**src/bus_pkg.sv**
```systemverilog
package bus_pkg;

    // Bus geometry
    localparam int num_masters = 4;
    localparam int master_id_w = 2;
    localparam int addr_w      = 32;
    localparam int num_devices = 5;

    // System address map, all windows inclusive and disjoint
    // RAM covers 8M x 16 bits
    localparam logic [addr_w-1:0] ram_low  = 32'h0000_0000;
    localparam logic [addr_w-1:0] ram_high = 32'h007F_FFFF;

    // ROM covers 8M x 16 bits
    localparam logic [addr_w-1:0] rom_low  = 32'h0080_0000;
    localparam logic [addr_w-1:0] rom_high = 32'h00FF_FFFF;

    // The three peripherals get 16 words each
    localparam logic [addr_w-1:0] vga_low  = 32'h0100_0000;
    localparam logic [addr_w-1:0] vga_high = 32'h0100_000F;

    localparam logic [addr_w-1:0] ps2_low  = 32'h0100_0010;
    localparam logic [addr_w-1:0] ps2_high = 32'h0100_001F;

    localparam logic [addr_w-1:0] acp_low  = 32'h0100_0020;
    localparam logic [addr_w-1:0] acp_high = 32'h0100_002F;

    // Device index, also the bit position in the one-hot enable
    typedef enum logic [2:0] {
        dev_ram = 3'd0,
        dev_rom = 3'd1,
        dev_vga = 3'd2,
        dev_ps2 = 3'd3,
        dev_acp = 3'd4
    } dev_id_e;

    // One access as a single master drives it
    typedef struct packed {
        logic              valid;
        logic [addr_w-1:0] addr;
    } mst_access_t;

    // Access of the master that currently owns the bus
    typedef struct packed {
        logic                   valid;
        logic [master_id_w-1:0] master;
        logic [addr_w-1:0]      addr;
    } bus_access_t;

    // Access after window matching
    typedef struct packed {
        logic                   valid;
        logic                   hit;
        dev_id_e                dev;
        logic [master_id_w-1:0] master;
        logic [addr_w-1:0]      offset;
    } dec_access_t;

    // What the devices see, dev_en is the strobe
    typedef struct packed {
        logic [num_devices-1:0] dev_en;
        logic                   decode_err;
        logic [master_id_w-1:0] master;
        logic [addr_w-1:0]      offset;
    } dev_access_t;

endpackage

```
**src/bus_arbiter.sv**
```systemverilog
`timescale 1ns/1ps

module bus_arbiter
    import bus_pkg::*;
(
    input  logic                   clk,
    input  logic                   rst_n,
    input  logic [num_masters-1:0] req,
    input  mst_access_t            mst_in [num_masters],
    output logic [num_masters-1:0] ack,
    output bus_access_t            bus,
    output logic                   violation
);

    typedef enum logic {
        st_idle,
        st_busy
    } arb_state_e;

    arb_state_e             state;
    logic [master_id_w-1:0] owner;
    logic [master_id_w-1:0] winner;
    logic                   stray;
    logic                   violation_q;

    // Fixed priority, the lowest requesting index wins
    // Walking downwards lets the last assignment be the lowest index
    always_comb begin
        winner = '0;
        for (int i = num_masters - 1; i >= 0; i--) begin
            if (req[i]) begin
                winner = master_id_w'(i);
            end
        end
    end

    // The grant is taken only from idle, so a handover always
    // costs at least one cycle with no owner
    always_ff @(posedge clk or negedge rst_n) begin
        if (!rst_n) begin
            state <= st_idle;
            owner <= '0;
        end else begin
            case (state)
                st_idle: begin
                    if (|req) begin
                        state <= st_busy;
                        owner <= winner;
                    end
                end
                st_busy: begin
                    if (!req[owner]) begin
                        state <= st_idle;
                    end
                end
                default: begin
                    state <= st_idle;
                end
            endcase
        end
    end

    // Acknowledge means ownership and follows the state register directly
    assign ack = (state == st_busy) ? (num_masters'(1) << owner) : '0;

    // Only the owner's strobe reaches the bus
    always_comb begin
        bus        = '0;
        bus.valid  = (state == st_busy) && mst_in[owner].valid;
        bus.master = owner;
        bus.addr   = mst_in[owner].addr;
    end

    // Any strobe from a master without the grant is a protocol error
    always_comb begin
        stray = 1'b0;
        for (int i = 0; i < num_masters; i++) begin
            if (mst_in[i].valid && !ack[i]) begin
                stray = 1'b1;
            end
        end
    end

    always_ff @(posedge clk or negedge rst_n) begin
        if (!rst_n) begin
            violation_q <= 1'b0;
        end else begin
            violation_q <= stray;
        end
    end

    assign violation = violation_q;

    a_ack_onehot: assert property (
        @(posedge clk) disable iff (!rst_n) $onehot0(ack)
    );

    // An owner is released to zero before anyone else is granted
    a_ack_handover: assert property (
        @(posedge clk) disable iff (!rst_n)
        (ack != '0) |=> (ack == $past(ack)) || (ack == '0)
    );

endmodule

```
**src/addr_decoder.sv**
```systemverilog
`timescale 1ns/1ps

module addr_decoder
    import bus_pkg::*;
(
    input  logic        clk,
    input  logic        rst_n,
    input  bus_access_t bus,
    output dec_access_t dec
);

    logic [num_devices-1:0] win_hit;
    logic                   hit_d;
    dev_id_e                dev_d;
    logic [addr_w-1:0]      offset_d;

    logic                   valid_q;
    logic                   hit_q;
    dev_id_e                dev_q;
    logic [master_id_w-1:0] master_q;
    logic [addr_w-1:0]      offset_q;

    function automatic logic in_window(
        input logic [addr_w-1:0] a,
        input logic [addr_w-1:0] lo,
        input logic [addr_w-1:0] hi
    );
        return (a >= lo) && (a <= hi);
    endfunction

    // One match flag per device is indexed by the device enumeration
    always_comb begin
        win_hit          = '0;
        win_hit[dev_ram] = in_window(bus.addr, ram_low, ram_high);
        win_hit[dev_rom] = in_window(bus.addr, rom_low, rom_high);
        win_hit[dev_vga] = in_window(bus.addr, vga_low, vga_high);
        win_hit[dev_ps2] = in_window(bus.addr, ps2_low, ps2_high);
        win_hit[dev_acp] = in_window(bus.addr, acp_low, acp_high);
    end

    // ROM is tested first and the rest follow in address order
    always_comb begin
        hit_d    = 1'b1;
        dev_d    = dev_ram;
        offset_d = '0;
        if (win_hit[dev_rom]) begin
            dev_d    = dev_rom;
            offset_d = bus.addr - rom_low;
        end else if (win_hit[dev_ram]) begin
            dev_d    = dev_ram;
            offset_d = bus.addr - ram_low;
        end else if (win_hit[dev_vga]) begin
            dev_d    = dev_vga;
            offset_d = bus.addr - vga_low;
        end else if (win_hit[dev_ps2]) begin
            dev_d    = dev_ps2;
            offset_d = bus.addr - ps2_low;
        end else if (win_hit[dev_acp]) begin
            dev_d    = dev_acp;
            offset_d = bus.addr - acp_low;
        end else begin
            hit_d = 1'b0;
        end
    end

    always_ff @(posedge clk or negedge rst_n) begin
        if (!rst_n) begin
            valid_q <= 1'b0;
        end else begin
            valid_q <= bus.valid;
        end
    end

    // The payload registers load with each access and hold between accesses
    always_ff @(posedge clk) begin
        if (bus.valid) begin
            hit_q    <= hit_d;
            dev_q    <= dev_d;
            master_q <= bus.master;
            offset_q <= offset_d;
        end
    end

    assign dec = '{valid: valid_q, hit: hit_q, dev: dev_q, master: master_q, offset: offset_q};

    a_one_window: assert property (
        @(posedge clk) disable iff (!rst_n) bus.valid |-> $onehot0(win_hit)
    );

endmodule

```
**src/device_select.sv**
```systemverilog
`timescale 1ns/1ps

module device_select
    import bus_pkg::*;
(
    input  logic        clk,
    input  logic        rst_n,
    input  dec_access_t dec,
    output dev_access_t out
);

    dev_access_t out_d;
    dev_access_t out_q;

    // A hit becomes a one-hot enable and a miss becomes the error strobe
    always_comb begin
        out_d = '0;
        if (dec.valid) begin
            out_d.master = dec.master;
            out_d.offset = dec.offset;
            if (dec.hit) begin
                out_d.dev_en = num_devices'(1) << dec.dev;
            end else begin
                out_d.decode_err = 1'b1;
            end
        end
    end

    // Everything clears between accesses, so each strobe lasts one cycle
    always_ff @(posedge clk or negedge rst_n) begin
        if (!rst_n) begin
            out_q <= '0;
        end else begin
            out_q <= out_d;
        end
    end

    assign out = out_q;

    a_en_xor_err: assert property (
        @(posedge clk) disable iff (!rst_n) !((|out.dev_en) && out.decode_err)
    );

endmodule

```
**src/bus_controller.sv**
```systemverilog
`timescale 1ns/1ps

module bus_controller
    import bus_pkg::*;
(
    input  logic                   clk,
    input  logic                   rst_n,
    input  logic [num_masters-1:0] req,
    input  mst_access_t            mst_in [num_masters],
    output logic [num_masters-1:0] ack,
    output dev_access_t            out,
    output logic                   violation
);

    // Owner's access, combinational from the arbiter
    bus_access_t bus_w;

    // Decoded access, one register stage later
    dec_access_t dec_w;

    bus_arbiter i_arbiter (
        .clk       (clk),
        .rst_n     (rst_n),
        .req       (req),
        .mst_in    (mst_in),
        .ack       (ack),
        .bus       (bus_w),
        .violation (violation)
    );

    addr_decoder i_decoder (
        .clk   (clk),
        .rst_n (rst_n),
        .bus   (bus_w),
        .dec   (dec_w)
    );

    // Second register stage drives the device strobes
    device_select i_select (
        .clk   (clk),
        .rst_n (rst_n),
        .dec   (dec_w),
        .out   (out)
    );

endmodule

```
**config.mk**
```make
export PLATFORM = sky130hd
export DESIGN_NAME = bus_controller
export DESIGN_NICKNAME = d
export VERILOG_FILES = /design/src/bus_pkg.sv /design/src/bus_arbiter.sv /design/src/addr_decoder.sv /design/src/device_select.sv /design/src/bus_controller.sv
export SDC_FILE = /design/constraint.sdc
export NUM_CORES = 1
export LEC_CHECK = 0
export ABC_AREA = 1
export BUFFER_PORTS_ARGS = -buffer_cell sky130_fd_sc_hd__buf_2
export CORE_UTILIZATION = 39
export DETAILED_ROUTE_END_ITERATION = 10
export HOLD_SLACK_MARGIN = 0.12
export PLACE_DENSITY = 0.72
export REMOVE_ABC_BUFFERS = 1
export SLEW_MARGIN = 20
export SYNTH_ARGS = -nofsm -noshare
export SYNTH_HDL_FRONTEND = slang
export SYNTH_SLANG_ARGS = --single-unit
```
**constraint.sdc**
```tcl
create_clock -name clk -period 3.8 [get_ports clk]
set_input_delay 0.38 -clock clk [delete_from_list [all_inputs] [get_ports clk]]
set_output_delay 0.38 -clock clk [all_outputs]
set_load 0.03 [all_outputs]
```
## Word-level counts from Yosys, hierarchy flattened

Cells that the tools add are included.

- $add $sub $neg: 4
- Magnitude comparators: 12
- Shifts and indexed selects: 2
- Muxes and demuxes: 30
- Bitwise operators: 2
- Reduce and logical (&&, ||, !) cells: 18

Operators with widths:

| operator | count |
|---|---|
| $mux 32 | 5 |
| $ge 32x25->1 const B | 3 |
| $le 32x25->1 const B | 3 |
| $sub 32x25->32 const B | 3 |
| $bmux 33 s2 | 1 |
| $mux 33 | 2 |
| $mux 40 | 1 |
| $ge 32x1->1 const B | 1 |
| $ge 32x24->1 const B | 1 |
| $le 32x23->1 const B | 1 |
| $le 32x24->1 const B | 1 |
| $sub 32x24->32 const B | 1 |
| $mux 2 | 6 |
| $logic_and 1x1->1 | 10 |
| $mux 1 | 10 |
| $reduce_or 4->1 | 2 |
| $mux 5 | 1 |
| $shl 1x3->5 const A | 1 |
| $logic_not 1->1 | 4 |
| $mux 4 | 1 |
| $shl 1x2->4 const A | 1 |
| $ge 3x3->1 const B | 1 |
| $lt 2x3->1 const B | 1 |
| $mux 3 | 1 |
| 6 further kinds | 6 |

- Register bits after elaboration: 83
- Input port bits: 138

## Depth between registers and ports, before layout

- Depth in word-level cells: 11
- Gate-level depth with buffers: 23
- Gate-level depth less buffers: 21

## Cells and area by module

From an unflattened synthesis, not the netlist that was laid out.

- Cell total of the unflattened synthesis: 769
- Area total of the unflattened synthesis: 5512.8 um^2

By module, submodules not included:

| module | instances | cells each | area each (um^2) |
|---|---|---|---|
| addr_decoder | 1 | 410 | 3039.2 |
| device_select | 1 | 128 | 1365.1 |
| bus_arbiter | 1 | 231 | 1108.6 |

## Least setup slack after synthesis

OpenSTA, ideal clock, no wires.

- Path type: register to register
- Start point: reg i_arbiter.owner[1]
- End point: reg i_decoder.dev_q[0] (enable)
- Library setup time: 0.447 ns
- Arrival: 2.993 ns
- Path slack: 0.360 ns
- Stages on the path, launching flop included: 7
- Buffers on the path: 3
- Cell sequence: dfrtp_1 -> buf_6 -> nor2_4 -> buf_4 -> buf_2 -> a22oi_1 -> a21oi_1

RTL lines:

| element | RTL line | RTL |
|---|---|---|
| start, declared | bus_arbiter.sv:21 | `logic [master_id_w-1:0] owner;` |
| start signal, assigned | bus_arbiter.sv:48 | `owner <= winner;` |
| end signal, assigned | addr_decoder.sv:78 | `dev_q <= dev_d;` |
| end, declared | addr_decoder.sv:19 | `dev_id_e dev_q;` |

## Final worst setup path

- Start point: reg i_arbiter.owner[0]
- End point: reg i_decoder.offset_q[2] (data pin)

- Longest elaborated chain between the ends: 11
- Elaborated cells between the ends (all ways): 28

Ends and longest elaborated chain:

| element | RTL line | RTL |
|---|---|---|
| $not 2->3 (implied by the code) (*) | bus_arbiter.sv:71 | `bus.addr = mst_in[owner].addr;` |
| $bmux 33 s2 (*) | bus_arbiter.sv:71 |  |
| $mux 33 (*) (2 in a row) | n/a |  |
| $ge 32x25->1 / $le 32x25->1 (equally long branches) | addr_decoder.sv:28 | `return (a >= lo) && (a <= hi);` |
| $logic_and 1x1->1 | addr_decoder.sv:28 |  |
| $mux 32 | addr_decoder.sv:58 | `end else if (win_hit[dev_acp]) begin` |
| $mux 32 | addr_decoder.sv:55 | `end else if (win_hit[dev_ps2]) begin` |
| $mux 32 | addr_decoder.sv:52 | `end else if (win_hit[dev_vga]) begin` |
| $mux 32 | addr_decoder.sv:49 | `end else if (win_hit[dev_ram]) begin` |
| $mux 32 (*) | addr_decoder.sv:46 | `if (win_hit[dev_rom]) begin` |
| named net i_decoder.offset_d[2] | addr_decoder.sv:15 | `logic [addr_w-1:0] offset_d;` |
| end signal, assigned | addr_decoder.sv:80 | `offset_q <= offset_d;` |
| end, declared | addr_decoder.sv:21 | `logic [addr_w-1:0] offset_q;` |

The timed path passes the listed nets; every way through them passes the cells marked *. The select of a mux whose other input is x is not followed.
A chain may end at the register's enable or synchronous reset.

==> results.json <==
{
  "synth_cell_types": 39,
  "fin_ws_ns": 0.333,
  "drtIter0Drc": 405,
  "hold_violations": 0,
  "cts_setup_buffers": 0,
  "synth_top_cell_by_area": "nand2_1",
  "synth-edff-count": 38,
  "fin_tns_setup_ns": 0,
  "grt_pass1_wl_mm": 27.7,
  "tightest_slew_ns": 0.567,
  "die_w_um": 127,
  "grt_max_degree": 54,
  "max_freq_ghz": 0.288,
  "m1WireLength_mm": 7.73,
  "cts.sinks": 83,
  "wl_met3_mm": 1.13,
  "layout-drive-gt1-share": 0.261,
  "rrSetupSlack_ns": 0.33,
  "cts-htree-levels": 3,
  "run_status": "completed",
  "die_h_um": 127,
  "core_mm2": 0.0153,
  "boundaryPins": 183,
  "netlist_area_mm2": 0.00610,
  "vdd_drop_max_v": 0.000291,
  "dr_wl_met2_mm": 7.75,
  "finalWirelength_mm": 16.9,
  "dpl.hpwl_mm": 13.6,
  "arrival_ns": 3.53,
  "power.total_mw": 6.00,
  "drc": 0,
  "crit_path_start_kind": "register",
  "numPortBuffers": 182,
  "post-place-ws_ns": 0.369,
  "whs_ns": 0.261,
  "finalNonFillerCells": 1271,
  "synthTopCellsByArea": "nand2_1, edfxtp_1, dfrtp_1, nand3_1, nor2_1",
  "yosysTopAreaCellShare": 0.206,
  "root_buffer": "clkbuf_16",
  "ctsHoldBuffers": 0,
  "gp_congestion": 0.969,
  "cp-end-kind": "register",
  "fin_util": 0.485,
  "wl_per_cell_um": 13.3,
  "crit_required_ns": 3.86,
  "fin_crit_ns": 3.47,
  "cts_tree": "done",
  "power_density_mw_per_mm2": 810,
  "clock_path_buffers": 2,
  "grt_usage": 0.216,
  "dp_cells": 1254,
  "clkLatencyLatePin_ns": 0.33,
  "placed_area_mm2": 0.00711,
  "synth_ff_type": "dfrtp_1",
  "finalSetupViolations": 0,
  "syn_inst": 886,
  "via_count": 6166,
  "dr.pass1.iters": 7,
  "yosys_warnings": 0,
  "cts.clk_slew.worst_paths_ns": 0.06,
  "max_slew_margin": 0.622,
  "synthToLayoutAreaGrowth_pct": 21.3,
  "antenna_left": 0,
  "top_layer": "met4",
  "grt_setup_unrepaired": "no",
  "syn_avg_cell_area_um2": 6.89,
  "die_area_mm2": 0.0161,
  "hold_path_class": "input pin to register",
  "worstSetupPathType": "register to register",
  "fp-row-count": 45,
  "nets": 1207,
  "slew_viol_final": 0,
  "period_share": 0.912,
  "ys_ff_latch": 83,
  "drt-vias-per-instance": 4.85,
  "initial_core_util": 0.400,
  "antenna_cells": 0,
  "grt_antenna_before_repair": 0,
  "grt_pass1_vias": 5652,
  "critPathMaxFanout": 23,
  "grt_overflow": 0,
  "ctsResizeCount": 0,
  "fin_worst_skew_ns": 0.00470,
  "yosysSeqAreaShare": 0.372,
  "maxCapViolations": 0,
  "p_leak_nw": 4.12,
  "ys_async_sr_fraction": 0.542,
  "numCtsBuffers": 9,
  "stdcell_area_mm2": 0.00740
}
==> placed cells by master (no fill, tap or decap), types with 2 or more instances in the layout <==
master     Yosys  final
nand3_2       11     11
a21oi_1       16     15
buf_2         12    181
nor2_4         9      9
xor2_1         6      6
inv_4          2      3
nand4_1       11     11
inv_2          5      5
conb_1         1      3
nor2_2        23     23
nor2_1        87     87
dfrtp_2        0      3
clkbuf_16      0     10
o21ai_0       11     11
nand2_1      335    335
edfxtp_1      38     38
ha_1          14     14
a22oi_1        2      2
nand2_4        5      5
o21ai_1       14     14
nor3_1         5      5
a22o_1         2      2
nand2_2       12     12
buf_4          2      7
a21oi_4        1      2
clkbuf_1       7      2
nand3_1      102    102
dfrtp_1       45     42
inv_1         85     85
==> registers in the layout, summed over array words and instances (netlist names) <==
register,flops
i_select.out,40
i_decoder.offset_q,32
i_decoder.dev_q,3
i_arbiter.owner,2
i_decoder.master_q,2
i_arbiter.state,1
i_arbiter.violation,1
i_decoder.hit_q,1
i_decoder.valid_q,1
==> worst max-delay path, cell delays in order (launching register included) <==
cell and delay (ns):
dfrtp_2 0.65, nor2_4 0.18, buf_4 0.25, nand2_1 0.10
nand2_1 0.07, nor2_2 0.29, ha_1 0.21, inv_1 0.06
nor2_4 0.15, nand2_2 0.08, nor2_4 0.21, nand2_2 0.10
nand3_2 0.10, nand2_2 0.08, nand2_4 0.09, nand2_4 0.10
inv_4 0.17, nand2_2 0.09, nor2_4 0.15, nor2_1 0.07
==> path summary, 6_finish.rpt <==
kind                                                        from                         endpoint  cells after the start
worst min-delay path                                      req[0]   i_arbiter.owner[0]$_DFFE_PN0P_                      2
worst max register to register    i_arbiter.owner[0]$_DFFE_PN0P_  i_decoder.offset_q[2]$_DFFE_PP_                     19
worst max-delay path              i_arbiter.owner[0]$_DFFE_PN0P_  i_decoder.offset_q[2]$_DFFE_PP_                     19
worst min register to register  i_decoder.offset_q[30]$_DFFE_PP_       i_select.out[30]$_DFF_PN0_                      2
min in group asynchronous                                  rst_n    i_arbiter.violation$_DFF_PN0_                      2
max in group asynchronous                                  rst_n      i_decoder.valid_q$_DFF_PN0_                      2
==> Yosys cell counts (6+ instances only) <==
cell        n
nand2_1   335
nand3_1   102
nor2_1     87
inv_1      85
dfrtp_1    45
edfxtp_1   38
nor2_2     23
a21oi_1    16
ha_1       14
o21ai_1    14
buf_2      12
buf_6      12
nand2_2    12
nand3_2    11
nand4_1    11
o21ai_0    11
nor2_4      9
clkbuf_1    7
xor2_1      6
==> area by class of cell <==
type	count	area [µm²]
Clock buffer	12	258
Timing Repair Buffer	189	968
Sequential cell	83	2270
Inverter	92	350
Multi-Input combinational cell	680	3270
Clock inverter	4	22.5
Tap cell	211	264
Fill cell	1575	7860
==> metal layers <==
metal  global-route usage  vias to the layer above
li1                     -                     3132
met1                0.292                     2789
met2                0.359                      222
met3               0.0285                       23
met4               0.0665                        0
met5                    0                        -
==> report_power, final <==
group,internal [mW],switching (mW)
Clock,0.479,0.313
Sequential,1.38,0.184
Combinational,1.01,2.63
Total,2.86,3.13
==> cell families (layout without fill, tap and decap cells) <==
| logic type | after synthesis | in the layout | synth area share |
|---|---|---|---|
| XOR/XNOR | 7 | 7 | 0.0100 |
| other | 1 | 3 | 0.000615 |
| buffers and inverters | 125 | 297 | 0.0962 |
| AND/OR/NAND/NOR | 605 | 605 | 0.444 |
| flip-flops | 83 | 83 | 0.372 |
| adder cells (fa/ha/maj) | 14 | 14 | 0.0287 |
| AO/OA/AOI/OAI | 51 | 51 | 0.0484 |
(Power assumes the default switching activity.)
